--- config.mk ---
export PLATFORM = sky130hd
export DESIGN_NAME = regfile
export DESIGN_NICKNAME = d
export VERILOG_FILES = /design/src/source/rv_pkg.sv /design/src/source/regfile.sv
export SDC_FILE = /design/constraint.sdc
export NUM_CORES = 2
export LEC_CHECK = 0
export BUFFER_PORTS_ARGS = -buffer_cell sky130_fd_sc_hd__buf_2
export CORE_MARGIN = 1.5
export CORE_UTILIZATION = 45
export DETAILED_ROUTE_END_ITERATION = 8
export PLACE_DENSITY = 0.63
export REMOVE_ABC_BUFFERS = 1
export SYNTH_ARGS = -nofsm -noshare
export SYNTH_HDL_FRONTEND = slang
export SYNTH_SLANG_ARGS = --single-unit
--- constraint.sdc ---
create_clock -name clk -period 5.1 [get_ports clk]
set_input_delay 0.255 -clock clk [delete_from_list [all_inputs] [get_ports clk]]
set_output_delay 0.255 -clock clk [all_outputs]
set_load 0.02 [all_outputs]
--- src/source/rv_pkg.sv ---
package rv_pkg;

    localparam int XLEN = 32;
    localparam int REG_W = 5;
    localparam int MEM_WORDS = 256;
    localparam int MEM_AW = 8;
    localparam logic [XLEN-1:0] START_ADDR = '0;

    // major opcodes
    localparam logic [6:0] OPC_OP = 7'b0110011;
    localparam logic [6:0] OPC_OP_IMM = 7'b0010011;
    localparam logic [6:0] OPC_LOAD = 7'b0000011;
    localparam logic [6:0] OPC_STORE = 7'b0100011;
    localparam logic [6:0] OPC_BRANCH = 7'b1100011;
    localparam logic [6:0] OPC_JAL = 7'b1101111;

    // internal op codes, decode through memwb
    localparam int OP_W = 3;
    localparam logic [OP_W-1:0] OP_NOP = 3'd0;
    localparam logic [OP_W-1:0] OP_ADD = 3'd1;
    localparam logic [OP_W-1:0] OP_SUB = 3'd2;
    localparam logic [OP_W-1:0] OP_LW = 3'd3;
    localparam logic [OP_W-1:0] OP_SW = 3'd4;
    localparam logic [OP_W-1:0] OP_BEQ = 3'd5;
    localparam logic [OP_W-1:0] OP_JAL = 3'd6;
    localparam logic [OP_W-1:0] OP_HALT = 3'd7;

    typedef union packed {
        struct packed {
            logic [6:0] funct7;
            logic [REG_W-1:0] rs2;
            logic [REG_W-1:0] rs1;
            logic [2:0] funct3;
            logic [REG_W-1:0] rd;
            logic [6:0] opcode;
        } r;
        struct packed {
            logic [11:0] imm;
            logic [REG_W-1:0] rs1;
            logic [2:0] funct3;
            logic [REG_W-1:0] rd;
            logic [6:0] opcode;
        } i;
        struct packed {
            logic [6:0] imm_hi;
            logic [REG_W-1:0] rs2;
            logic [REG_W-1:0] rs1;
            logic [2:0] funct3;
            logic [4:0] imm_lo;
            logic [6:0] opcode;
        } s;
        struct packed {
            logic imm12;
            logic [5:0] imm10_5;
            logic [REG_W-1:0] rs2;
            logic [REG_W-1:0] rs1;
            logic [2:0] funct3;
            logic [3:0] imm4_1;
            logic imm11;
            logic [6:0] opcode;
        } b;
        struct packed {
            logic imm20;
            logic [9:0] imm10_1;
            logic imm11;
            logic [7:0] imm19_12;
            logic [REG_W-1:0] rd;
            logic [6:0] opcode;
        } j;
    } inst_u;

endpackage
--- src/source/regfile.sv ---
`timescale 1ns/1ns

module regfile (
    input  logic clk,
    input  logic rst_n,
    input  logic wen,
    input  logic [rv_pkg::REG_W-1:0] rs1,
    input  logic [rv_pkg::REG_W-1:0] rs2,
    input  logic [rv_pkg::REG_W-1:0] rd,
    input  logic [rv_pkg::XLEN-1:0] wdata,
    output logic [rv_pkg::XLEN-1:0] rs1_data,
    output logic [rv_pkg::XLEN-1:0] rs2_data
);
    import rv_pkg::*;

    logic [XLEN-1:0] regs [32];

    always_ff @(posedge clk) begin
        if (!rst_n) begin
            for (int i = 0; i < 32; i++) begin
                regs[i] <= '0;
            end
        end else if (wen && rd != '0) begin
            regs[rd] <= wdata;
        end
    end

    // x0 is never written, so reads of it stay zero
    assign rs1_data = regs[rs1];
    assign rs2_data = regs[rs2];
endmodule

# == Word level (Yosys, flattened, before mapping) ==
# Memory sizes are Yosys's and may differ from the RTL's.
# Cells that the tools add are included.
# word_totals
inputBits,50
mem_bits_ro,0
word_cells,11
register_bits,0
latchBits,0
ram_bits,1024
n_memories,1
out_inout_bits,64
# mem_list
memory,words,width,rd,rd_ports_with_merged_regs,write_ports,line,source
regs,32,32,2,0,32,regfile.sv:16,logic [XLEN-1:0] regs [32];
# classes
div_mod_pow,0
eq_ne,0
muxes,7
addsub,0
reduce_logical,3
magnitude_cmp,0
multipliers,0
shifts,0
bitwise_logic,0
# ops
op,n
two-way mux 32 bit,1
OR reduction 32 bit,1
two-way mux 1 bit,5
two-way mux 5 bit,1
nonzero test 5 bit,1
logical AND 1 bit,1

# == Logic depth before layout (Yosys ltp) ==
# logic_depth
ltp_word,7
ltp_mapped,8
mapped_depth_nobuf,5

# == Worst setup path after synthesis ==
# OpenSTA, ideal clock, no wires.
# synth_timing
kind,input to register
from,in rst_n
to,"mem regs[24][0], enable pin"
path_stages,4
arrival_time_ps,3141
required_time_ps,4634
setup_time_ps,466
setup_slack_ps,1494
path_buffers,1
path_cell_list,nand2_1 or3_4 buf_6 o21ai_0
# synth_rtl
element,line,source
start: declaration,regfile.sv:5,"input logic rst_n,"
end: declaration,regfile.sv:16,

# == Worst setup path after layout ==
# layout_timing
from,in rs1[1] (netlist bit)
to,out rs1_data[26] (netlist bit)
# layout_via
elab_chain_len,1
# layout_rtl
element,line,source
start: declaration,regfile.sv:7,"input logic [rv_pkg::REG_W-1:0] rs1,"
memory (32 x 32 bit),-,
end: declaration,regfile.sv:11,"output logic [rv_pkg::XLEN-1:0] rs1_data,"
# No other way between the ends.

==> qor_table.md <==
| Quantity | Reported | Unit |
|:---|:---|:---|
| Length of the first detailed-routing pass in iterations | 6 | - |
| Initial core utilization | 45.5 | % |
| Cell area after placement | 0.0583 | mm² |
| Core footprint | 0.122 | mm² |
| Power Density | 331 | mW/mm² |
| Flip-flop and latch count after synthesis | 1024 | - |
| Top cells by area in the synthesized netlist | edfxtp_1 55%, mux2i_1 18%, and2_1 11% | - |
| Die area | 0.126 | mm² |
| Final period demand of the worst path | 3.34 | ns |
| Number of violations reported at the end of detailed-routing iteration 0 | 4871 | - |
| CP Data Required Time | 4.85 | ns |
| Total setup violations reported at the end of the flow | 0 | - |
| Tightest Pin Transition | 1.36 | ns |
| Global-route wire length before repair | 273 | mm |
| CTS Hold Bufs | 0 | - |
| Die extent in y | 355 | µm |
| Post-synthesis adder-cell area fraction | 0 | % |
| Type of the most critical hold path | input port to flip-flop | - |
| Biggest registers after layout | regs (1024) | - |
| Remaining antenna violation count | 0 | - |
| Setup crit end kind | primary output | - |
| Synth-to-layout area growth | 10.9 | % |
| Port Buffer Count | 113 | - |
| Area share of and/or/nand/nor cells after synthesis | 15.4 | % |
| Register clock-pin slew on the reported worst setup and hold paths | 0.06 | ns |
| Max-slew violation total from the final report | 0 | - |
| Root Buffer Master | clkbuf_16 | - |
| Number of clock buffers inserted by TritonCTS | 109 | - |
| Main combinational cell family by area after synthesis | multiplexers | - |
| Pin count of the biggest net entering global routing | 87 | - |
| Remaining global-route overflow | 0 | - |
| Die X | 355 | µm |
| Placed cells | 6065 | - |
| Run status | finished clean | - |
| Count of buffers added by post-CTS timing repair for setup | 0 | - |
| Vias in the first global route | 38200 | - |
| Max Buffers Root-to-Sink | 3 | - |
| Post-detailed-route DRC marker count | 0 | - |
| Finished Cell Area | 0.0618 | mm² |
| Most frequent cells in the layout | 1024 x mux2i_1, 1024 x edfxtp_1, 992 x and2_1 | - |
| Std-Cell Rows | 128 | - |
| Mapped Avg Cell Area | 12.1 | µm² |
| Routed via count | 39100 | - |
| Portion of the post-synthesis area used by sequential elements | 55.2 | % |
| Post-Syn Area | 0.0557 | mm² |
| NumNets Final | 4601 | - |
| Most area-hungry cell type in the Yosys netlist | edfxtp_1 | - |
| Number of flip-flops in the largest register | 1024 | - |
| Routed vias/inst | 6.25 | - |
| Total clock sinks | 1024 | - |
| Top-Level Pins | 114 | - |
| Final estimated routing congestion in global placement | 0.859 | - |
| Reported max-cap violation count | 0 | - |
| Fraction of synthesized cell area in xor and xnor cells | 0 | % |
| Routed WL | 193 | mm |
| # H-tree levels | 3 | - |
| Placed wire-length estimate | 114 | mm |
| Portion of synthesized cell area occupied by the leading cell type | 55.2 | % |
| TritonCTS clock tree | done | - |
| Cells after synthesis | 4609 | - |
| Startpoint-to-endpoint class of the critical path | input port to primary output | - |
| Antenna violations before repair | 11 | - |
| Peak Freq | 300 | MHz |
| Aggregate global-route resource usage | 30.0 | % |
| Startpoint kind of the worst setup timing path | input port | - |
| Worst slew slack as a fraction of its limit | 8.89 | % |
| Post-CTS sizing | 0 | - |
| Worst IR drop on VDD | 281 | µV |
| Ratio of cells with drive above 1 in the final layout | 10.5 | % |
| Leakage | 24.0 | nW |
| Fraction of the mapped netlist area in compound gates | 7.32 | % |
| Period utilisation layout | 65.5 | % |
| RSZ-0062 raised after global routing | no | - |
| Arr. time, crit path | 3.08 | ns |
| Multiplexer fraction of the synthesized cell area | 18.4 | % |
| Final hold viol count | 0 | - |
| Fin cells | 6265 | - |
| Number of distinct library cell variants in the gate-level netlist after synthesis | 32 | - |
| Routed wire per std cell | 30.9 | µm |
| Reg with most FFs | regs | - |
| Yosys warnings | 0 | - |
| Maximum fanout encountered on the critical timing path | 51 | - |
-- worst paths after layout --
check,start,cells after the start,end
worst max-delay path,rs1[1],7,rs1_data[26]
worst min-delay path,wdata[1],2,regs[8][1]
-- area by class of cell --
type / count / area [µm²]
fillers: 10600 / 60600
flip-flops and latches: 1024 / 30700
multi-input cells: 3165 / 23600
clock buffers: 125 / 2850
well taps: 1625 / 2030
repair buffers: 250 / 1930
clock inverters: 71 / 626
diodes: 4 / 10.0
inverters: 1 / 3.75
-- Yosys cell counts --
master,instances
or3_1,1
mux2i_1,1024
buf_2,82
nor2b_1,4
nand2b_1,4
a22oi_1,192
clkbuf_2,18
nor2_4,5
nor2_1,23
inv_1,1
a22o_1,128
nand4b_1,1
nand2_1,196
or3_4,1
conb_1,1
edfxtp_1,1024
nand3b_1,3
nand3_1,193
a21oi_1,192
buf_4,60
a31oi_1,64
buf_6,3
and2_1,994
clkbuf_1,254
or2_2,2
nand4_1,1
o21ai_0,31
buf_1,33
nor3_1,64
nor2_2,7
or3b_1,2
nand2_2,1
-- report_power, final --
group	switching, mW	internal, mW
registers	0.249	9.73
clock network	3.41	4.53
logic	1.74	0.810
total	5.40	15.1
-- kinds of logic after synthesis --
logic type      Yosys count
compound gates          607
buf+inv                 451
flops                  1024
mux                    1024
other cells               1
simple gates           1502
-- per-stage QoR --
step / power, mW / TNS (ns) / hold slack [ns] / worst slack, ns / utilization [%]
global route: 21.0 / 0 / 0.188 / 1.74 / 50.5
finish: 20.5 / 0 / 0.180 / 1.76 / 50.5
CTS: 20.4 / 0 / 0.154 / 1.86 / 50.5
detailed placement: 12.6 / 0 / 0.906 / 1.78 / 47.6
global placement: 12.6 / 0 / 0.901 / 1.82 / 47.6
floorplan: 11.4 / -27.83 / 0.453 / -0.435 / -
-- worst max-delay path: stages --
cell,delay (ns)
buf_8,0.43
buf_4,0.53
mux2i_1,0.24
a22oi_1,0.11
a31oi_1,0.63
nand3_1,0.46
buf_2,0.30
-- per-layer routing --
layer | share of wire, % | up-vias | GRT usage [%] | routed length (µm)
met1 | 41 | 19800 | 42.0 | 80200
met4 | 4.2 | 6 | 12.4 | 8140
met3 | 9.3 | 368 | 5.25 | 17900
met2 | 45 | 2166 | 46.2 | 87200
met5 | 0.020 | - | 0 | 38
li1 | - | 16800 | - | -
Note: power is estimated with default switching activity, not from simulation.
