<file path="src/source/rv_pkg.sv">
package rv_pkg;

    localparam int XLEN = 32;
    localparam int REG_W = 5;
    localparam int MEM_WORDS = 256;
    localparam int MEM_AW = 8;
    localparam logic [XLEN-1:0] START_ADDR = '0;

    // major opcodes
    localparam logic [6:0] OPC_OP = 7'b0110011;
    localparam logic [6:0] OPC_OP_IMM = 7'b0010011;
    localparam logic [6:0] OPC_LOAD = 7'b0000011;
    localparam logic [6:0] OPC_STORE = 7'b0100011;
    localparam logic [6:0] OPC_BRANCH = 7'b1100011;
    localparam logic [6:0] OPC_JAL = 7'b1101111;

    // internal op codes, decode through memwb
    localparam int OP_W = 3;
    localparam logic [OP_W-1:0] OP_NOP = 3'd0;
    localparam logic [OP_W-1:0] OP_ADD = 3'd1;
    localparam logic [OP_W-1:0] OP_SUB = 3'd2;
    localparam logic [OP_W-1:0] OP_LW = 3'd3;
    localparam logic [OP_W-1:0] OP_SW = 3'd4;
    localparam logic [OP_W-1:0] OP_BEQ = 3'd5;
    localparam logic [OP_W-1:0] OP_JAL = 3'd6;
    localparam logic [OP_W-1:0] OP_HALT = 3'd7;

    typedef union packed {
        struct packed {
            logic [6:0] funct7;
            logic [REG_W-1:0] rs2;
            logic [REG_W-1:0] rs1;
            logic [2:0] funct3;
            logic [REG_W-1:0] rd;
            logic [6:0] opcode;
        } r;
        struct packed {
            logic [11:0] imm;
            logic [REG_W-1:0] rs1;
            logic [2:0] funct3;
            logic [REG_W-1:0] rd;
            logic [6:0] opcode;
        } i;
        struct packed {
            logic [6:0] imm_hi;
            logic [REG_W-1:0] rs2;
            logic [REG_W-1:0] rs1;
            logic [2:0] funct3;
            logic [4:0] imm_lo;
            logic [6:0] opcode;
        } s;
        struct packed {
            logic imm12;
            logic [5:0] imm10_5;
            logic [REG_W-1:0] rs2;
            logic [REG_W-1:0] rs1;
            logic [2:0] funct3;
            logic [3:0] imm4_1;
            logic imm11;
            logic [6:0] opcode;
        } b;
        struct packed {
            logic imm20;
            logic [9:0] imm10_1;
            logic imm11;
            logic [7:0] imm19_12;
            logic [REG_W-1:0] rd;
            logic [6:0] opcode;
        } j;
    } inst_u;

endpackage
</file>
<file path="src/source/execute_stage.sv">
`timescale 1ns/1ns

module execute_stage (
    input  logic clk,
    input  logic rst_n,
    input  logic stall,
    input  logic de_valid,
    input  logic [rv_pkg::OP_W-1:0] de_op,
    input  logic [rv_pkg::REG_W-1:0] de_rd,
    input  logic [rv_pkg::XLEN-1:0] de_a,
    input  logic [rv_pkg::XLEN-1:0] de_b,
    input  logic [rv_pkg::XLEN-1:0] de_imm,
    input  logic [rv_pkg::XLEN-1:0] de_pc,
    output logic redirect,
    output logic [rv_pkg::XLEN-1:0] redirect_pc,
    output logic ex_valid,
    output logic ex_is_load,
    output logic [rv_pkg::OP_W-1:0] ex_op,
    output logic [rv_pkg::REG_W-1:0] ex_rd,
    output logic [rv_pkg::XLEN-1:0] ex_result,
    output logic [rv_pkg::XLEN-1:0] ex_store_data
);
    import rv_pkg::*;

    logic [XLEN-1:0] result;
    logic taken;

    always_comb begin
        case (de_op)
            OP_ADD: result = de_a + de_b;
            OP_SUB: result = de_a - de_b;
            OP_LW, OP_SW: result = de_a + de_imm;
            // link value
            OP_JAL: result = de_pc + 32'd4;
            default: result = '0;
        endcase
    end

    assign taken = de_valid & ((de_op == OP_JAL) | ((de_op == OP_BEQ) & (de_a == de_b)));

    // only while the jump actually moves on, so the pulse lasts one cycle
    assign redirect = taken & !stall;
    assign redirect_pc = de_pc + de_imm;

    always_ff @(posedge clk) begin
        if (!rst_n) begin
            ex_valid <= 1'b0;
            ex_is_load <= 1'b0;
        end else if (!stall) begin
            ex_valid <= de_valid;
            ex_is_load <= de_valid & (de_op == OP_LW);
        end
    end

    always_ff @(posedge clk) begin
        if (!stall) begin
            ex_op <= de_op;
            ex_rd <= de_rd;
            ex_result <= result;
            ex_store_data <= de_b;
        end
    end
endmodule

</file>
<file path="config.mk">
export PLATFORM = sky130hd
export DESIGN_NAME = execute_stage
export DESIGN_NICKNAME = d
export VERILOG_FILES = /design/src/source/rv_pkg.sv /design/src/source/execute_stage.sv
export SDC_FILE = /design/constraint.sdc
export NUM_CORES = 1
export LEC_CHECK = 0
export BUFFER_PORTS_ARGS = -buffer_cell sky130_fd_sc_hd__buf_2
export CAP_MARGIN = 10
export CELL_PAD_IN_SITES_DETAIL_PLACEMENT = 1
export CELL_PAD_IN_SITES_GLOBAL_PLACEMENT = 2
export CORE_UTILIZATION = 31
export CTS_BUF_LIST = sky130_fd_sc_hd__clkbuf_16
export CTS_CLUSTER_DIAMETER = 200
export DETAILED_ROUTE_END_ITERATION = 16
export MAX_ROUTING_LAYER = met4
export PLACE_DENSITY_LB_ADDON = 0.1
export SLEW_MARGIN = 30
export SYNTH_ARGS = -nofsm -noshare
export SYNTH_HDL_FRONTEND = slang
export SYNTH_SLANG_ARGS = --single-unit
export TNS_END_PERCENT = 1
</file>
<file path="constraint.sdc">
create_clock -name clk -period 6.76 [get_ports clk]
set_input_delay 1.352 -clock clk [delete_from_list [all_inputs] [get_ports clk]]
set_output_delay 1.352 -clock clk [all_outputs]
set_load 0.02 [all_outputs]
</file>
Yosys cells after proc, flatten, opt, wreduce, memory -nomap -nowiden
Index checks and enable logic that the tools add are counted.
{"block": "op_classes", "addsub": 5, "n_eq_ne": 7, "mux": 1, "bitwise": 5, "n_reduce_logical": 2}
{"op": "32-bit one-hot mux with 4 select lines", "count": 1}
{"op": "32-bit adder", "count": 3}
{"op": "32-bit by 3-bit adder with 32-bit output, second input constant", "count": 1}
{"op": "32-bit equality test", "count": 1}
{"op": "32-bit subtractor", "count": 1}
{"op": "3-bit equality test, second input constant", "count": 3}
{"op": "3-bit by 2-bit equality test with 1-bit output, second input constant", "count": 2}
{"op": "1-bit AND", "count": 4}
{"op": "3-bit by 1-bit equality test with 1-bit output, second input constant", "count": 1}
{"op": "2-bit OR reduction", "count": 1}
{"op": "1-bit logical NOT", "count": 1}
{"op": "1-bit bitwise OR", "count": 1}
{"block": "totals", "ff_bits": 74, "inputBits": 140, "output_inout_bits": 107, "wordCells": 26}

Logic depth before layout (Yosys ltp)
{"block": "depth", "word_depth": 5, "ltp_mapped": 17, "ltp_nobuf": 15}

Worst setup path before layout
OpenSTA, ideal clock, no wires.
{"block": "synth_path", "kind": "input-to-reg", "start": "in de_op[2] in the netlist's numbering", "end": "reg ex_result[29] in the netlist's numbering (data pin)", "setup_ns": 0.272, "arrival_time_ns": 5.304, "required_time_ns": 6.488, "path_slack_ns": 1.184, "stages": 15, "n_path_buf": 2, "cell_sequence": "clkbuf_1 -> nor2b_1 -> a21oi_1 -> clkbuf_1 -> mux2_2 -> ha_1 -> a21oi_1 -> a32o_1 -> o31a_1 -> a31oi_1 -> a31oi_1 -> o41ai_1 -> xnor2_1 -> nor2_1 -> or4_1"}
{"block": "synth_between", "elab_chain_len": 3, "elab_cells_between_ends": 7, "classes_between": "5 x eq/ne; 1 x mux; 1 x reduce/logical"}
{"element": "start: declaration", "line": "execute_stage.sv:8", "text": "input logic [rv_pkg::OP_W-1:0] de_op,"}
{"element": "3-bit by 2-bit equality test with 1-bit output / 3-bit equality test (equally long branches)", "line": "execute_stage.sv:29", "text": "case (de_op)"}
{"element": "2-bit OR reduction", "line": "execute_stage.sv:29"}
{"element": "32-bit one-hot mux with 4 select lines *", "line": "execute_stage.sv:29"}
{"element": "net result[29]", "line": "execute_stage.sv:25", "text": "logic [XLEN-1:0] result;"}
{"element": "end signal: assignment", "line": "execute_stage.sv:59", "text": "ex_result <= result;"}
{"element": "end: declaration", "line": "execute_stage.sv:20", "text": "output logic [rv_pkg::XLEN-1:0] ex_result,"}
The timed path passes the listed nets; every way through them passes the cells marked *.
A chain may end at the register's enable or synchronous reset.

Worst setup path after layout
{"block": "layout_path", "start": "in de_imm[0] in the netlist's numbering", "end": "out redirect_pc[28] in the netlist's numbering"}
{"block": "layout_between", "elab_chain_len": 1}
{"element": "start: declaration", "line": "execute_stage.sv:12", "text": "input logic [rv_pkg::XLEN-1:0] de_imm,"}
{"element": "32-bit adder", "line": "execute_stage.sv:43", "text": "assign redirect_pc = de_pc + de_imm;"}
{"element": "end: declaration", "line": "execute_stage.sv:15", "text": "output logic [rv_pkg::XLEN-1:0] redirect_pc,"}
No other way between the ends.

==> metrics.txt <==
outcome=finished, final reports clean; Die Ht=~170 um; site row count=61; Finished Core Util=between 30% and 40%; clk sink count=74; Post-synth EDFFs=72; Starting Density=31.6%; non-filler cells, final=between 1,500 and 2,000; slew margin rel.=between 40% and 50%; H-tree levels=3; vias per inst=between 5 and 6; Final Setup Violations=0; Clock transition at path regs=about 70 ps; post_cts resized=0; core area=between 0.02 and 0.03 mm^2; area delta synth->final=22.6%; syn_area_per_cell=between 8 and 9 um^2; Post-DP HPWL=between 20,000 and 30,000 um; RSZ-0062 raised after global routing=no; Overall Global Routing Usage=24.1%; Setup Crit Path Kind=input pin to primary output; hold-fix buffer count after cts=0; crit end category=primary output; total power after layout=between 2 and 2.5 mW; DP Cell Count=1,617; Num CTS Buffers=9; register area share after synthesis=25.1%; flops & latches, synth=74; initial antenna violation count=3; RD Place Congestion=0.866; fmax=around 0.17 GHz; first-pass GRT wire length=between 50,000 and 60,000 um; slew of the pin with the lowest slew margin=761 ps; setup TNS=0 ps; worst clock skew=0 ps; initial DRC count=347; Hold Path Class=flop to flop; largest net degree at the start of global routing=73; CTS tree=done; wire per inst=between 20 and 25 um; Slew Viols, Final=0; Post-Route WL=~34,000 um; Tcrit/Tclk final=between 80 and 90%; critical path data arrival time=~4500 ps; Hold Violations, Final=0; Max IR drop VDD=0.0997 mV; post-CTS setup buffer count=0; Bufs on Longest Clock Path=2; vias in the first global route=approximately 8,900; I/O Pins=approximately 250; count of different cell masters after synthesis=between 60 and 70; mapped cell area=about 0.009 mm^2; vias post-DR=roughly 8,800; Fillers=around 3,400; Req. time, crit path=roughly 5400 ps; Initial DRT Pass Iterations=5; PortBufs=246; Root Buffer=clkbuf_16; Post-synth ARST share=0%; post-synthesis net count=around 1,300; cell leakage power=between 4 and 5 nW; Net count, final=around 1,500; reg-to-reg setup timing slack=6110 ps; Die Wd=~170 um; Die Area=approximately 0.029 mm^2; ratio of cells with drive above 1 in the final layout=25.2%; remaining antenna violation count=0; DRC=0; Most used DFF post-synth=edfxtp_1; minimum clock period=5860 ps; Yosys warnings=0; pwr dens=195 mW/mm^2; max-cap violations=0; Worst Path Max Fanout=3; grt ovf=0; crit start category=input pin; Syn Inst Count=slightly above 1,000; clock latency on the worst-skew pair=360 ps
[critical path, stage by stage]
cell      delay (ps)
buf_2             90
ha_1             220
inv_1             80
fa_1             400
nor2b_1          190
o31ai_1          130
a21oi_1          280
o211ai_1         250
a21oi_1          370
o311ai_0         200
buf_4            180
a211oi_1         290
o22ai_1          130
xnor2_1          170
buf_2            190
[metal layers]
layer,vias to the layer above,share of wire (%),track usage (%)
li1,4290,-,-
met1,4195,50,33.3
met2,252,43,36.7
met3,29,5.1,3.42
met4,0,1.7,6.38
met5,-,0,-
[metrics by stage]
| step | instance area, um^2 | hold WS [ps] | worst slack [ps] |
|---|---|---|---|
| final | 10800 | 520 | 899 |
| after global routing | 10800 | 583 | 562 |
| after floorplan | 8770 | 604 | 1180 |
| after global placement | 10400 | 499 | 879 |
| after CTS | 10700 | 527 | 786 |
| after detailed placement | 10400 | 510 | 686 |
[path summary, 6_finish.rpt]
kind                      to  cells after the start       start
min                 ex_valid                      2    ex_valid
max reg2reg       ex_is_load                      2  ex_is_load
max          redirect_pc[28]                     15   de_imm[0]
min reg2reg         ex_valid                      2    ex_valid
[synthesized netlist by cell type, types with 3 or more instances]
| library cell | number | area [um^2] |
|---|---|---|
| ha_1 | 101 | 1260 |
| a21oi_1 | 94 | 470 |
| edfxtp_1 | 72 | 2160 |
| inv_1 | 68 | 255 |
| nand2_1 | 66 | 248 |
| xnor2_1 | 62 | 543 |
| o21ai_0 | 56 | 280 |
| nor2_1 | 53 | 199 |
| a21o_1 | 47 | 353 |
| xor2_1 | 43 | 377 |
| clkbuf_1 | 35 | 131 |
| mux2_2 | 30 | 338 |
| nand3_1 | 29 | 145 |
| nand4_1 | 27 | 169 |
| nor2b_1 | 17 | 106 |
| a31oi_1 | 15 | 93.8 |
| and3_1 | 15 | 93.8 |
| nor3_1 | 15 | 75.1 |
| o21bai_1 | 15 | 113 |
| o21a_1 | 13 | 97.6 |
| nand2b_1 | 12 | 75.1 |
| a22oi_1 | 11 | 82.6 |
| mux2i_1 | 9 | 90.1 |
| o211ai_1 | 9 | 67.6 |
| o221ai_1 | 9 | 78.8 |
| a211oi_1 | 7 | 52.6 |
| o22ai_1 | 7 | 43.8 |
| a211o_1 | 5 | 43.8 |
| a21boi_0 | 5 | 37.5 |
| and2_1 | 5 | 31.3 |
| a41oi_1 | 4 | 35.0 |
| and4_1 | 4 | 35.0 |
| o31a_1 | 4 | 35.0 |
| o31ai_1 | 4 | 30.0 |
| a221o_1 | 3 | 30.0 |
| a221oi_1 | 3 | 26.3 |
| fa_1 | 3 | 60.1 |
| nor4_1 | 3 | 18.8 |
| o311ai_0 | 3 | 26.3 |
| or2_2 | 3 | 18.8 |
[where the power goes]
part | switching [mW] | internal (mW)
Clock | 0.244 | 0.294
Sequential | 0.0117 | 0.563
Combinational | 0.607 | 0.374
Total | 0.862 | 1.23
[sequential cells by signal (all words and copies together), names as in the netlist]
name           count
ex_is_load         1
ex_valid           1
ex_result         32
ex_rd              5
ex_store_data     32
ex_op              3
[layout by cell type (no fill, tap or decap), drive strengths merged, types with 18 or more instances in the layout]
| cell | count |
|---|---|
| nand3 | 29 |
| ha | 101 |
| nand4 | 27 |
| xor2 | 43 |
| xnor2 | 62 |
| nor2b | 18 |
| mux2 | 30 |
| edfxtp | 72 |
| nand2 | 66 |
| inv | 70 |
| o21ai | 56 |
| a21o | 47 |
| a21oi | 94 |
| buf | 255 |
| nor2 | 53 |
[cell families (layout without fill, tap and decap cells)]
kind of cell	count (synthesis)	in the layout	share of synthesized area (%)
buffers and inverters	103	339	4.41
flip-flops	74	74	25.1
other	0	3	0
XOR/XNOR	105	105	10.5
multiplexers	39	39	4.88
AND/OR/NAND/NOR	263	263	15.2
adder cells (fa/ha/maj)	104	104	15.1
AO/OA/AOI/OAI	331	331	24.9
[cell type report]
class	instances	area, um^2	share of cell area, %
timing repair buffer	255	1300	12.1
sequential	74	2200	20.5
inverter	68	256	2.38
multi-input combinational	842	6200	57.7
tap	378	473	4.40
antenna	3	7.51	0.0698
clock inverter	7	85.1	0.791
clock buffer	9	225	2.09
(Power assumes the default switching activity.)
