## config.mk

```make
export PLATFORM = sky130hd
export DESIGN_NAME = mem_arbiter_flat
export DESIGN_NICKNAME = d
export VERILOG_FILES = /design/src/source/rv_pkg.sv /design/src/source/mem_bus_if.sv /design/src/source/mem_arbiter.sv /design/src/flat_wrapper.sv
export SDC_FILE = /design/constraint.sdc
export NUM_CORES = 1
export LEC_CHECK = 0
export ABC_AREA = 0
export BUFFER_PORTS_ARGS = -buffer_cell sky130_fd_sc_hd__buf_2
export CAP_MARGIN = 10
export CORE_AREA = 5 5 150 152
export DETAILED_ROUTE_END_ITERATION = 10
export DIE_AREA = 0 0 155 157
export HOLD_SLACK_MARGIN = 0.05
export PLACE_DENSITY = 0.44
export SETUP_SLACK_MARGIN = 0.2
export SLEW_MARGIN = 20
export SYNTH_ARGS = -nofsm -noshare
export SYNTH_HDL_FRONTEND = slang
export SYNTH_SLANG_ARGS = --single-unit
```

## constraint.sdc

```tcl
create_clock -name clk -period 0.93 [get_ports clk]
set_input_delay 0 -clock clk [delete_from_list [all_inputs] [get_ports clk]]
set_output_delay 0 -clock clk [all_outputs]
set_load 0.1 [all_outputs]
```

## src/source/rv_pkg.sv

```systemverilog
package rv_pkg;

    localparam int XLEN = 32;
    localparam int REG_W = 5;
    localparam int MEM_WORDS = 256;
    localparam int MEM_AW = 8;
    localparam logic [XLEN-1:0] START_ADDR = '0;

    // major opcodes
    localparam logic [6:0] OPC_OP = 7'b0110011;
    localparam logic [6:0] OPC_OP_IMM = 7'b0010011;
    localparam logic [6:0] OPC_LOAD = 7'b0000011;
    localparam logic [6:0] OPC_STORE = 7'b0100011;
    localparam logic [6:0] OPC_BRANCH = 7'b1100011;
    localparam logic [6:0] OPC_JAL = 7'b1101111;

    // internal op codes, decode through memwb
    localparam int OP_W = 3;
    localparam logic [OP_W-1:0] OP_NOP = 3'd0;
    localparam logic [OP_W-1:0] OP_ADD = 3'd1;
    localparam logic [OP_W-1:0] OP_SUB = 3'd2;
    localparam logic [OP_W-1:0] OP_LW = 3'd3;
    localparam logic [OP_W-1:0] OP_SW = 3'd4;
    localparam logic [OP_W-1:0] OP_BEQ = 3'd5;
    localparam logic [OP_W-1:0] OP_JAL = 3'd6;
    localparam logic [OP_W-1:0] OP_HALT = 3'd7;

    typedef union packed {
        struct packed {
            logic [6:0] funct7;
            logic [REG_W-1:0] rs2;
            logic [REG_W-1:0] rs1;
            logic [2:0] funct3;
            logic [REG_W-1:0] rd;
            logic [6:0] opcode;
        } r;
        struct packed {
            logic [11:0] imm;
            logic [REG_W-1:0] rs1;
            logic [2:0] funct3;
            logic [REG_W-1:0] rd;
            logic [6:0] opcode;
        } i;
        struct packed {
            logic [6:0] imm_hi;
            logic [REG_W-1:0] rs2;
            logic [REG_W-1:0] rs1;
            logic [2:0] funct3;
            logic [4:0] imm_lo;
            logic [6:0] opcode;
        } s;
        struct packed {
            logic imm12;
            logic [5:0] imm10_5;
            logic [REG_W-1:0] rs2;
            logic [REG_W-1:0] rs1;
            logic [2:0] funct3;
            logic [3:0] imm4_1;
            logic imm11;
            logic [6:0] opcode;
        } b;
        struct packed {
            logic imm20;
            logic [9:0] imm10_1;
            logic imm11;
            logic [7:0] imm19_12;
            logic [REG_W-1:0] rd;
            logic [6:0] opcode;
        } j;
    } inst_u;

endpackage
```

## src/source/mem_bus_if.sv

```systemverilog
`timescale 1ns/1ns

interface mem_bus_if;
    import rv_pkg::*;

    logic req;
    logic we;
    logic [XLEN-1:0] addr;
    logic [XLEN-1:0] wdata;
    logic gnt;
    logic [XLEN-1:0] rdata;

    modport requester (
        output req, we, addr, wdata,
        input  gnt, rdata
    );

    modport responder (
        input  req, we, addr, wdata,
        output gnt, rdata
    );
endinterface

```

## src/source/mem_arbiter.sv

```systemverilog
`timescale 1ns/1ns

module mem_arbiter (
    input logic clk,
    input logic rst_n,
    mem_bus_if.responder host,
    mem_bus_if.responder data,
    mem_bus_if.responder fetch,
    mem_bus_if.requester ram
);
    // who was granted last cycle, for rdata routing
    logic [2:0] gnt_q;

    // host > data > fetch
    always_comb begin
        host.gnt = host.req & ram.gnt;
        data.gnt = data.req & !host.req & ram.gnt;
        fetch.gnt = fetch.req & !host.req & !data.req & ram.gnt;
    end

    always_comb begin
        ram.req = host.req | data.req | fetch.req;
        if (host.req) begin
            ram.we = host.we;
            ram.addr = host.addr;
            ram.wdata = host.wdata;
        end else if (data.req) begin
            ram.we = data.we;
            ram.addr = data.addr;
            ram.wdata = data.wdata;
        end else begin
            ram.we = fetch.we;
            ram.addr = fetch.addr;
            ram.wdata = fetch.wdata;
        end
    end

    always_ff @(posedge clk) begin
        if (!rst_n) begin
            gnt_q <= '0;
        end else begin
            gnt_q <= {host.gnt, data.gnt, fetch.gnt};
        end
    end

    assign host.rdata = gnt_q[2] ? ram.rdata : '0;
    assign data.rdata = gnt_q[1] ? ram.rdata : '0;
    assign fetch.rdata = gnt_q[0] ? ram.rdata : '0;

    a_one_grant: assert property (@(posedge clk) disable iff (!rst_n)
        $onehot0({host.gnt, data.gnt, fetch.gnt}));
endmodule

```

## src/flat_wrapper.sv

```systemverilog
// flat-port wrapper written by rule: the top's interface ports become plain ports
module mem_arbiter_flat 
  (clk, rst_n, host_req, host_we, host_addr, host_wdata, host_gnt, host_rdata, data_req, data_we, data_addr, data_wdata, data_gnt, data_rdata, fetch_req, fetch_we, fetch_addr, fetch_wdata, fetch_gnt, fetch_rdata, ram_req, ram_we, ram_addr, ram_wdata, ram_gnt, ram_rdata);
  mem_bus_if host_i ();
  mem_bus_if data_i ();
  mem_bus_if fetch_i ();
  mem_bus_if ram_i ();
  input logic clk;
  input logic rst_n;
  input wire logic [$bits(host_i.req)-1:0] host_req;
  input wire logic [$bits(host_i.we)-1:0] host_we;
  input wire logic [$bits(host_i.addr)-1:0] host_addr;
  input wire logic [$bits(host_i.wdata)-1:0] host_wdata;
  output wire logic [$bits(host_i.gnt)-1:0] host_gnt;
  output wire logic [$bits(host_i.rdata)-1:0] host_rdata;
  input wire logic [$bits(data_i.req)-1:0] data_req;
  input wire logic [$bits(data_i.we)-1:0] data_we;
  input wire logic [$bits(data_i.addr)-1:0] data_addr;
  input wire logic [$bits(data_i.wdata)-1:0] data_wdata;
  output wire logic [$bits(data_i.gnt)-1:0] data_gnt;
  output wire logic [$bits(data_i.rdata)-1:0] data_rdata;
  input wire logic [$bits(fetch_i.req)-1:0] fetch_req;
  input wire logic [$bits(fetch_i.we)-1:0] fetch_we;
  input wire logic [$bits(fetch_i.addr)-1:0] fetch_addr;
  input wire logic [$bits(fetch_i.wdata)-1:0] fetch_wdata;
  output wire logic [$bits(fetch_i.gnt)-1:0] fetch_gnt;
  output wire logic [$bits(fetch_i.rdata)-1:0] fetch_rdata;
  output wire logic [$bits(ram_i.req)-1:0] ram_req;
  output wire logic [$bits(ram_i.we)-1:0] ram_we;
  output wire logic [$bits(ram_i.addr)-1:0] ram_addr;
  output wire logic [$bits(ram_i.wdata)-1:0] ram_wdata;
  input wire logic [$bits(ram_i.gnt)-1:0] ram_gnt;
  input wire logic [$bits(ram_i.rdata)-1:0] ram_rdata;
  assign host_i.req = host_req;
  assign host_i.we = host_we;
  assign host_i.addr = host_addr;
  assign host_i.wdata = host_wdata;
  assign host_gnt = host_i.gnt;
  assign host_rdata = host_i.rdata;
  assign data_i.req = data_req;
  assign data_i.we = data_we;
  assign data_i.addr = data_addr;
  assign data_i.wdata = data_wdata;
  assign data_gnt = data_i.gnt;
  assign data_rdata = data_i.rdata;
  assign fetch_i.req = fetch_req;
  assign fetch_i.we = fetch_we;
  assign fetch_i.addr = fetch_addr;
  assign fetch_i.wdata = fetch_wdata;
  assign fetch_gnt = fetch_i.gnt;
  assign fetch_rdata = fetch_i.rdata;
  assign ram_req = ram_i.req;
  assign ram_we = ram_i.we;
  assign ram_addr = ram_i.addr;
  assign ram_wdata = ram_i.wdata;
  assign ram_i.gnt = ram_gnt;
  assign ram_i.rdata = ram_rdata;
  mem_arbiter u_core (.clk(clk), .rst_n(rst_n), .host(host_i), .data(data_i), .fetch(fetch_i), .ram(ram_i));
endmodule
```

* Word-level counts from Yosys, hierarchy flattened
Cells that the tools add are included.
** Operators by class
- Multiplexer cells :: 9
- Reductions and logical operators :: 2
- Bitwise gates (word level) :: 8
** Operators with widths (count)
- $mux W32 :: 7
- $and A1 B1 Y1 :: 6
- $logic_not A1 Y1 :: 2
- $mux W1 :: 2
- $or A1 B1 Y1 :: 2
** Storage, ports and cells
- Word-level logic and storage cells :: 20
- Output and inout port bits :: 165
- Input bits :: 233
- Flip-flop bits (word level) :: 3

* Longest topological paths before layout
Gate-level depths: netlist of the first run.
- Depth after elaboration :: 4
- Mapped depth :: 4
- Gate-level depth less buffers :: 2

* Least setup slack after synthesis of the first run
Ideal clock, no wire load.
- Path type :: in2out
- Start :: input data_req
- End :: output fetch_gnt
- Slack :: -2258 ps
- Arrival :: 3188 ps
- Stages on the path :: 3
- Path through :: buf_6 -> buf_6 -> nor4bb_1
** Between the ends
- Word-level cells in the longest chain between the ends :: 3
** RTL lines
- start, declared :: line flat_wrapper.sv:16 : input wire logic [$bits(data_i.req)-1:0] data_req;
- $logic_not A1 Y1 :: line mem_arbiter.sv:18 : fetch.gnt = fetch.req & !host.req & !data.req & ram.gnt;
- $and A1 B1 Y1 (2 in series) :: line mem_arbiter.sv:18
- end, declared :: line flat_wrapper.sv:26 : output wire logic [$bits(fetch_i.gnt)-1:0] fetch_gnt;
No other way between the ends.

* Final worst setup path of the first run
- Start :: register u_core.gnt_q[0]
- End :: output fetch_rdata[2]
** Between the ends
- Word-level cells in the longest chain between the ends :: 1
** RTL lines
- start, declared :: line mem_arbiter.sv:12 : logic [2:0] gnt_q;
- start signal, assigned :: line mem_arbiter.sv:42 : gnt_q <= {host.gnt, data.gnt, fetch.gnt};
- $mux W32 :: line mem_arbiter.sv:48 : assign fetch.rdata = gnt_q[0] ? ram.rdata : '0;
- end, declared :: line flat_wrapper.sv:27 : output wire logic [$bits(fetch_i.rdata)-1:0] fetch_rdata;
No other way between the ends.

==> impl_results.md, run 1 <==
- Port bufs: approximately 400
- Routed length per instance: 17.41 um
- Drt total wl: 17990 um
- Worst hold path startpoint: rst_n
- RePlAce Congestion: 0.7661
- Layout area overhead: 339.3%
- Most flop-heavy register: u_core.gnt_q
- Synth warn: 0
- Die Wd: between 150 and 200 um
- WS Path Type: register to primary output
- Worst slew margin: 0.7848
- Failing checks: setup timing
- Post-place instance area: around 8100 um2
- Diode count: 0
- Grt total ovfl: 0
- Post-synth cell types: 18
- Largest register FFs: 3
- Critical path startpoint: u_core.gnt_q[0]
- Clock Tree Buf Depth: 2
- Unrepaired setup endpoints after global routing: yes
- First-pass GRT wire length: roughly 26000 um
- Post-Layout Inst Area: 9472 um2
- Critical Path AT: between 1000 and 1500 ps
- Fin util: 0.4534
- Die footprint: 24340 um2
- Setup violators final: 106
- CP max-delay cell: dfxtp_4
- Chip Height: between 150 and 200 um
- Total CTS buffers: 3
- Max Clk Rate: between 0.9 and 1 GHz
- Largest net degree at the start of global routing: 27
- Via/cell ratio: between 3 and 4
- Layout cells sized above 1: 0.9050
- Power Density: between 700 and 800 nW/um2
- # clock sinks: 3
- Slew @ Worst Pin: between 300 and 400 ps
- # DRC: 0
- Hold Violations, Final: 0
- Syn_nets: 567
- Max Cap Violations: 0
- Cell Rows: 53
- CP endpoint kind: primary output
- Vias in the first global route: 4327
- Drt pass-1 iters: 4
- Initial antenna violation count: 1
- Top Registers: u_core.gnt_q: 3 flops
- Syn Area/Cell: 6.455 um2
- GRT Overall Usage: 0.1365
- Final min period: roughly 1100 ps
- DR iter-0 viols: 51
- Worst-path cell chain: buf_12, and2_4, buf_12
- Sum Neg Setup Slack: -13600 ps
- Startpoint class of the critical path: register
- Final HPWL DP: 14640 um
- Clock transition at path regs: approximately 30 ps
- Starting density of the core: 0.1032
- Post-DRT Antenna Nets: 0
- Mapped Cells: ~330
- Via count: 4033
- Post-placement setup slack: -93.08 ps
- Pleak: between 4 and 5 nW
- H-Tree Depth: 1
- Total power draw: 0.007475 W
- CTS root buffer: clkbuf_16
- Req. time, crit path: around 930 ps
- Final worst slack: -163.1 ps
- Filler cells: roughly 1900
- Worst IR Drop VDD: ~0.51 mV
- Core area: 20890 um2
- Hold Path Class: primary input to register
- Post-synthesis register bit count: 3
- Crit Path Max Fanout: 13
- I/O Pins: 398
- CTS tree: done
- Final Max Tran Viols: 0
- Status: complete, but fails checks
- NumNets Final: between 900 and 1000
- Synth Cell Area: 2156 um2
- Worst path most repeated cell: buf_12
- Commonest non-fill, non-tap cell in the layout: buf_2
- Sequential fraction of the synthesis area: 0.02786
- Crit path largest cell delay: roughly 390 ps
- Most frequent cells in the layout: 230 x buf_2, 181 x buf_12, 97 x and2_4
- Final worst path period share: 1.175
==> area by class of cell <==
type / instances / area [um2] / share of cell area
multi-input combinational: 299 / 3535 / 0.3732
timing repair buffer: 452 / 5443 / 0.5746
clock buffer: 4 / 78.83 / 0.008322
tap: 275 / 344.1 / 0.03633
sequential: 3 / 71.32 / 0.007530
==> repair_timing <==
action                     4_1_cts  5_1_grt
setup buffers                    8        0
gates resized for setup        152        9
cloned                          11        2
pin swaps                       45       14
hold endpoints to repair         1        0
hold buffers                     1        0
setup endpoints to repair      165      165
==> worst max-delay path: cells and delay by family (launching register included) <==
family                 cells  cell delay (ps)
AND/OR/NAND/NOR            1              160
flip-flops                 1              390
buffers and inverters      2              310
==> layer usage <==
metal / vias up / track usage / part of all wire
met2: 241 / 0.2574 / 0.53
met1: 1789 / 0.1504 / 0.36
met4: 0 / 0.02103 / 0.015
met3: 20 / 0.04729 / 0.097
met5: - / 0 / 0
li1: 1983 / - / -
==> worst paths after layout <==
kind                           to  depth (start not counted)
setup / recovery   fetch_rdata[2]                          3
hold / removal    u_core.gnt_q[1]                          3
==> synthesized netlist by cell type (all sizes together) <==
cell | instances | area share
buf | 11 | 0.062
and3 | 1 | 0.0029
nand2 | 66 | 0.11
nor4b | 1 | 0.0041
dfxtp | 3 | 0.028
mux2i | 65 | 0.30
nor4bb | 1 | 0.0046
clkbuf | 21 | 0.037
o21ai | 65 | 0.15
or3 | 1 | 0.0052
nor3b | 1 | 0.0035
and3b | 1 | 0.0041
and2 | 97 | 0.28
==> stage by stage <==
step	cells	hold slack, ps
6_report	1033	80.84
3_5_place_dp	1007	269.0
2_1_floorplan	334	140.7
5_1_grt	1033	99.39
3_3_place_gp	1007	263.2
4_1_cts	1031	77.83
==> kinds of logic (layout without fill, tap and decap cells) <==
logic type | after synthesis | count (layout) | share of synthesized area
buffers and inverters | 32 | 456 | 0.09866
AOI/OAI and AO/OA | 65 | 65 | 0.1509
DFF | 3 | 3 | 0.02786
muxes | 65 | 65 | 0.3018
and+or+nand+nor | 169 | 169 | 0.4208
==> where the power goes <==
group	total, W	switching [W]	internal (W)
registers	0.000135	0.00000744	0.000127
clock network	0.000679	0.000113	0.000565
logic	0.00666	0.00393	0.00273
total	0.00748	0.00405	0.00342
No activity file was read; power rests on OpenSTA's default activity.
==> run 2, diff against run 1 <==
PLACE_DENSITY = not set   (was 0.44)
==> impl_results.md, run 2 (synthesis results as in run 1) <==
- Status: complete, but fails checks
- Failing checks: setup timing
- Most flop-heavy register: u_core.gnt_q
- Layout area overhead: 335.6%
- Hold Violations, Final: 0 (unchanged)
- WS Path Type: register to primary output
- Vias in the first global route: 4656 (+7.6%)
- CP endpoint kind: primary output
- Largest net degree at the start of global routing: 24 (-11%)
- Hold Path End: u_core.gnt_q[0]
- Worst hold slack: 69.22 ps (-11.62 ps)
- Total CTS buffers: 3 (unchanged)
- Internal: 0.003386 W (-1.1%)
- Worst hold path startpoint: fetch_req
- Post-DRT Antenna Nets: 0 (unchanged)
- Top Registers: u_core.gnt_q: 3 flops
- Startpoint class of the critical path: register
- Cell Rows: 53 (unchanged)
- Unrepaired setup endpoints after global routing: yes
- Top delay family on crit path: flip-flops
- DR iter-0 viols: 80 (+57%)
- First-pass GRT wire length: 27170 um (+4.3%)
- Crit Path Max Fanout: 16 (+3)
- Worst slew margin: 0.8234 (+0.03856)
- Port bufs: 397 (unchanged)
- CTS root buffer: clkbuf_16
- Logic pwr share: 0.892 (about the same)
- Slew @ Worst Pin: 264.6 ps (-57.76 ps)
- Worst-path cell chain: buf_12, and2_4, buf_12
- Req. time, crit path: 930 ps (about the same)
- Sequential Power Share: 0.018 (about the same)
- Via count: 4144 (+2.8%)
- Filler cells: 1845 (-3.1%)
- Layout cells sized above 1: 0.9068 (+0.001778)
- # clock sinks: 3 (unchanged)
- Chip Height: 157 um (unchanged)
- Sw Share: 0.5464 (+0.004211)
- Clock transition at path regs: 30 ps (about the same)
- Worst IR Drop VDD: 0.5263 mV (+2.9%)
- RePlAce Congestion: 0.8145 (+6.3%)
- Commonest non-fill, non-tap cell in the layout: buf_2
- Grt total ovfl: 0 (unchanged)
- # DRC: 0 (unchanged)
- Via/cell ratio: 4.039 (+3.5%)
- Post-placement setup slack: -80.80 ps (+12.28 ps)
- Final Max Tran Viols: 0 (unchanged)
- Power Density: 794.9 nW/um2 (+0.72%)
- Die Wd: 155 um (unchanged)
- Hold Path Class: primary input to register
- H-Tree Depth: 1 (unchanged)
- Setup violators final: 103 (-2.8%)
- Routed length per instance: 18.09 um (+3.9%)
- Most frequent cells in the layout: 230 x buf_2, 178 x buf_12, 97 x and2_4
- Core area: 20890 um2 (unchanged)
- GRT Overall Usage: 0.1418 (+0.005321)
- Worst path most repeated cell: buf_12
- Diode count: 0 (unchanged)
- Largest register FFs: 3 (unchanged)
- NumNets Final: 985 (-0.71%)
- Critical Path AT: 1110 ps (+20 ps)
- Crit path largest cell delay: 390 ps (about the same)
- Max Clk Rate: 0.8978 GHz (-1.9%)
- CTS tree: done
- Die footprint: 24340 um2 (unchanged)
- Drt total wl: 18570 um (+3.2%)
- Max Cap Violations: 0 (unchanged)
- CP max-delay cell: dfxtp_4
- Worst hold stages: 2 (-1)
- Worst path bufs/invs: 2 (unchanged)
- Drt pass-1 iters: 4 (unchanged)
- Final worst slack: -183.9 ps (-20.80 ps)
- Psw: 0.004078 W (+0.63%)
- Initial antenna violation count: 0 (-1)
- Final worst path period share: 1.198 (+0.02237)
- Clock Power Share: 0.090 (about the same)
- Final min period: 1114 ps (+20.80 ps)
- Final HPWL DP: 14720 um (+0.58%)
- Starting density of the core: 0.1032 (unchanged)
- Clock Tree Buf Depth: 2 (unchanged)
- I/O Pins: 398 (unchanged)
- Pleak: 4.006 nW (-1.4%)
-- run 2: cell count changes in the layout (fill, tap and decap cells not counted) --
cell	delta
buf_12	-3
buf_4	+2
buf_6	-4
buf_8	-2
clkbuf_16	+1
clkbuf_8	-1
mux2i_1	-4
mux2i_2	+3
mux2i_4	+1
nand2_1	+2
nand2_2	-2
nor4b_2	-1
nor4b_4	+1
-- run 2: power groups by stage --
stage,logic (W),registers (W),clock network [W]
after global routing,0.00687,0.000137,0.000700
final,0.00665,0.000136,0.000674
after global placement,0.00592,0.000139,0
after CTS,0.00665,0.000136,0.000683
after floorplan,0.00366,0.000141,0
after detailed placement,0.00597,0.000140,0
-- run 2: worst max-delay path by stage --
stage / slack (ps) / from / end / cells after the start
CTS: -190 / u_core.gnt_q[1] / data_rdata[5] / 3
global route: -220 / u_core.gnt_q[2] / host_rdata[27] / 3
floorplan: -440 / data_req / fetch_gnt / 3
global placement: -50 / data_req / ram_addr[2] / 5
finish: -180 / u_core.gnt_q[0] / fetch_rdata[19] / 3
detailed placement: -80 / data_req / ram_addr[2] / 5
-- run 2: area by class of cell --
class	instances	area, um2	share of cell area
flip-flops and latches	3	71.32	0.007595
well taps	275	344.1	0.03664
repair buffers	445	5334	0.5680
clock buffers	4	78.83	0.008394
multi-input cells	299	3562	0.3793
-- run 2: metal layers --
metal / up-vias / wire length [um] / global-route usage
li1: 1971 / - / -
met5: - / 0 / 0
met4: 0 / 232 / 0.01892
met3: 14 / 1911 / 0.04702
met2: 254 / 10110 / 0.2752
met1: 1905 / 6312 / 0.1525
-- run 2: through the flow --
step,setup TNS [ps],instances,util,instance area (um2),power (W)
3_5_place_dp,-1861,1003,0.3878,8100,0.006109
6_report,-14750,1026,0.4495,9390,0.007464
2_1_floorplan,-4774,334,-,3278,0.003799
3_3_place_gp,-886.1,1003,0.3878,8100,0.006060
5_1_grt,-18050,1026,0.4495,9390,0.007711
4_1_cts,-15420,1024,0.4456,9309,0.007472
-- run 2: repair_timing --
action | CTS | global route
gates cloned | 11 | 1
setup buffers | 5 | 1
hold buffers | 1 | 0
pin swaps | 37 | 9
setup endpoints to repair | 165 | 166
gates resized for setup | 150 | 7
endpoints found under the hold margin | 1 | 0
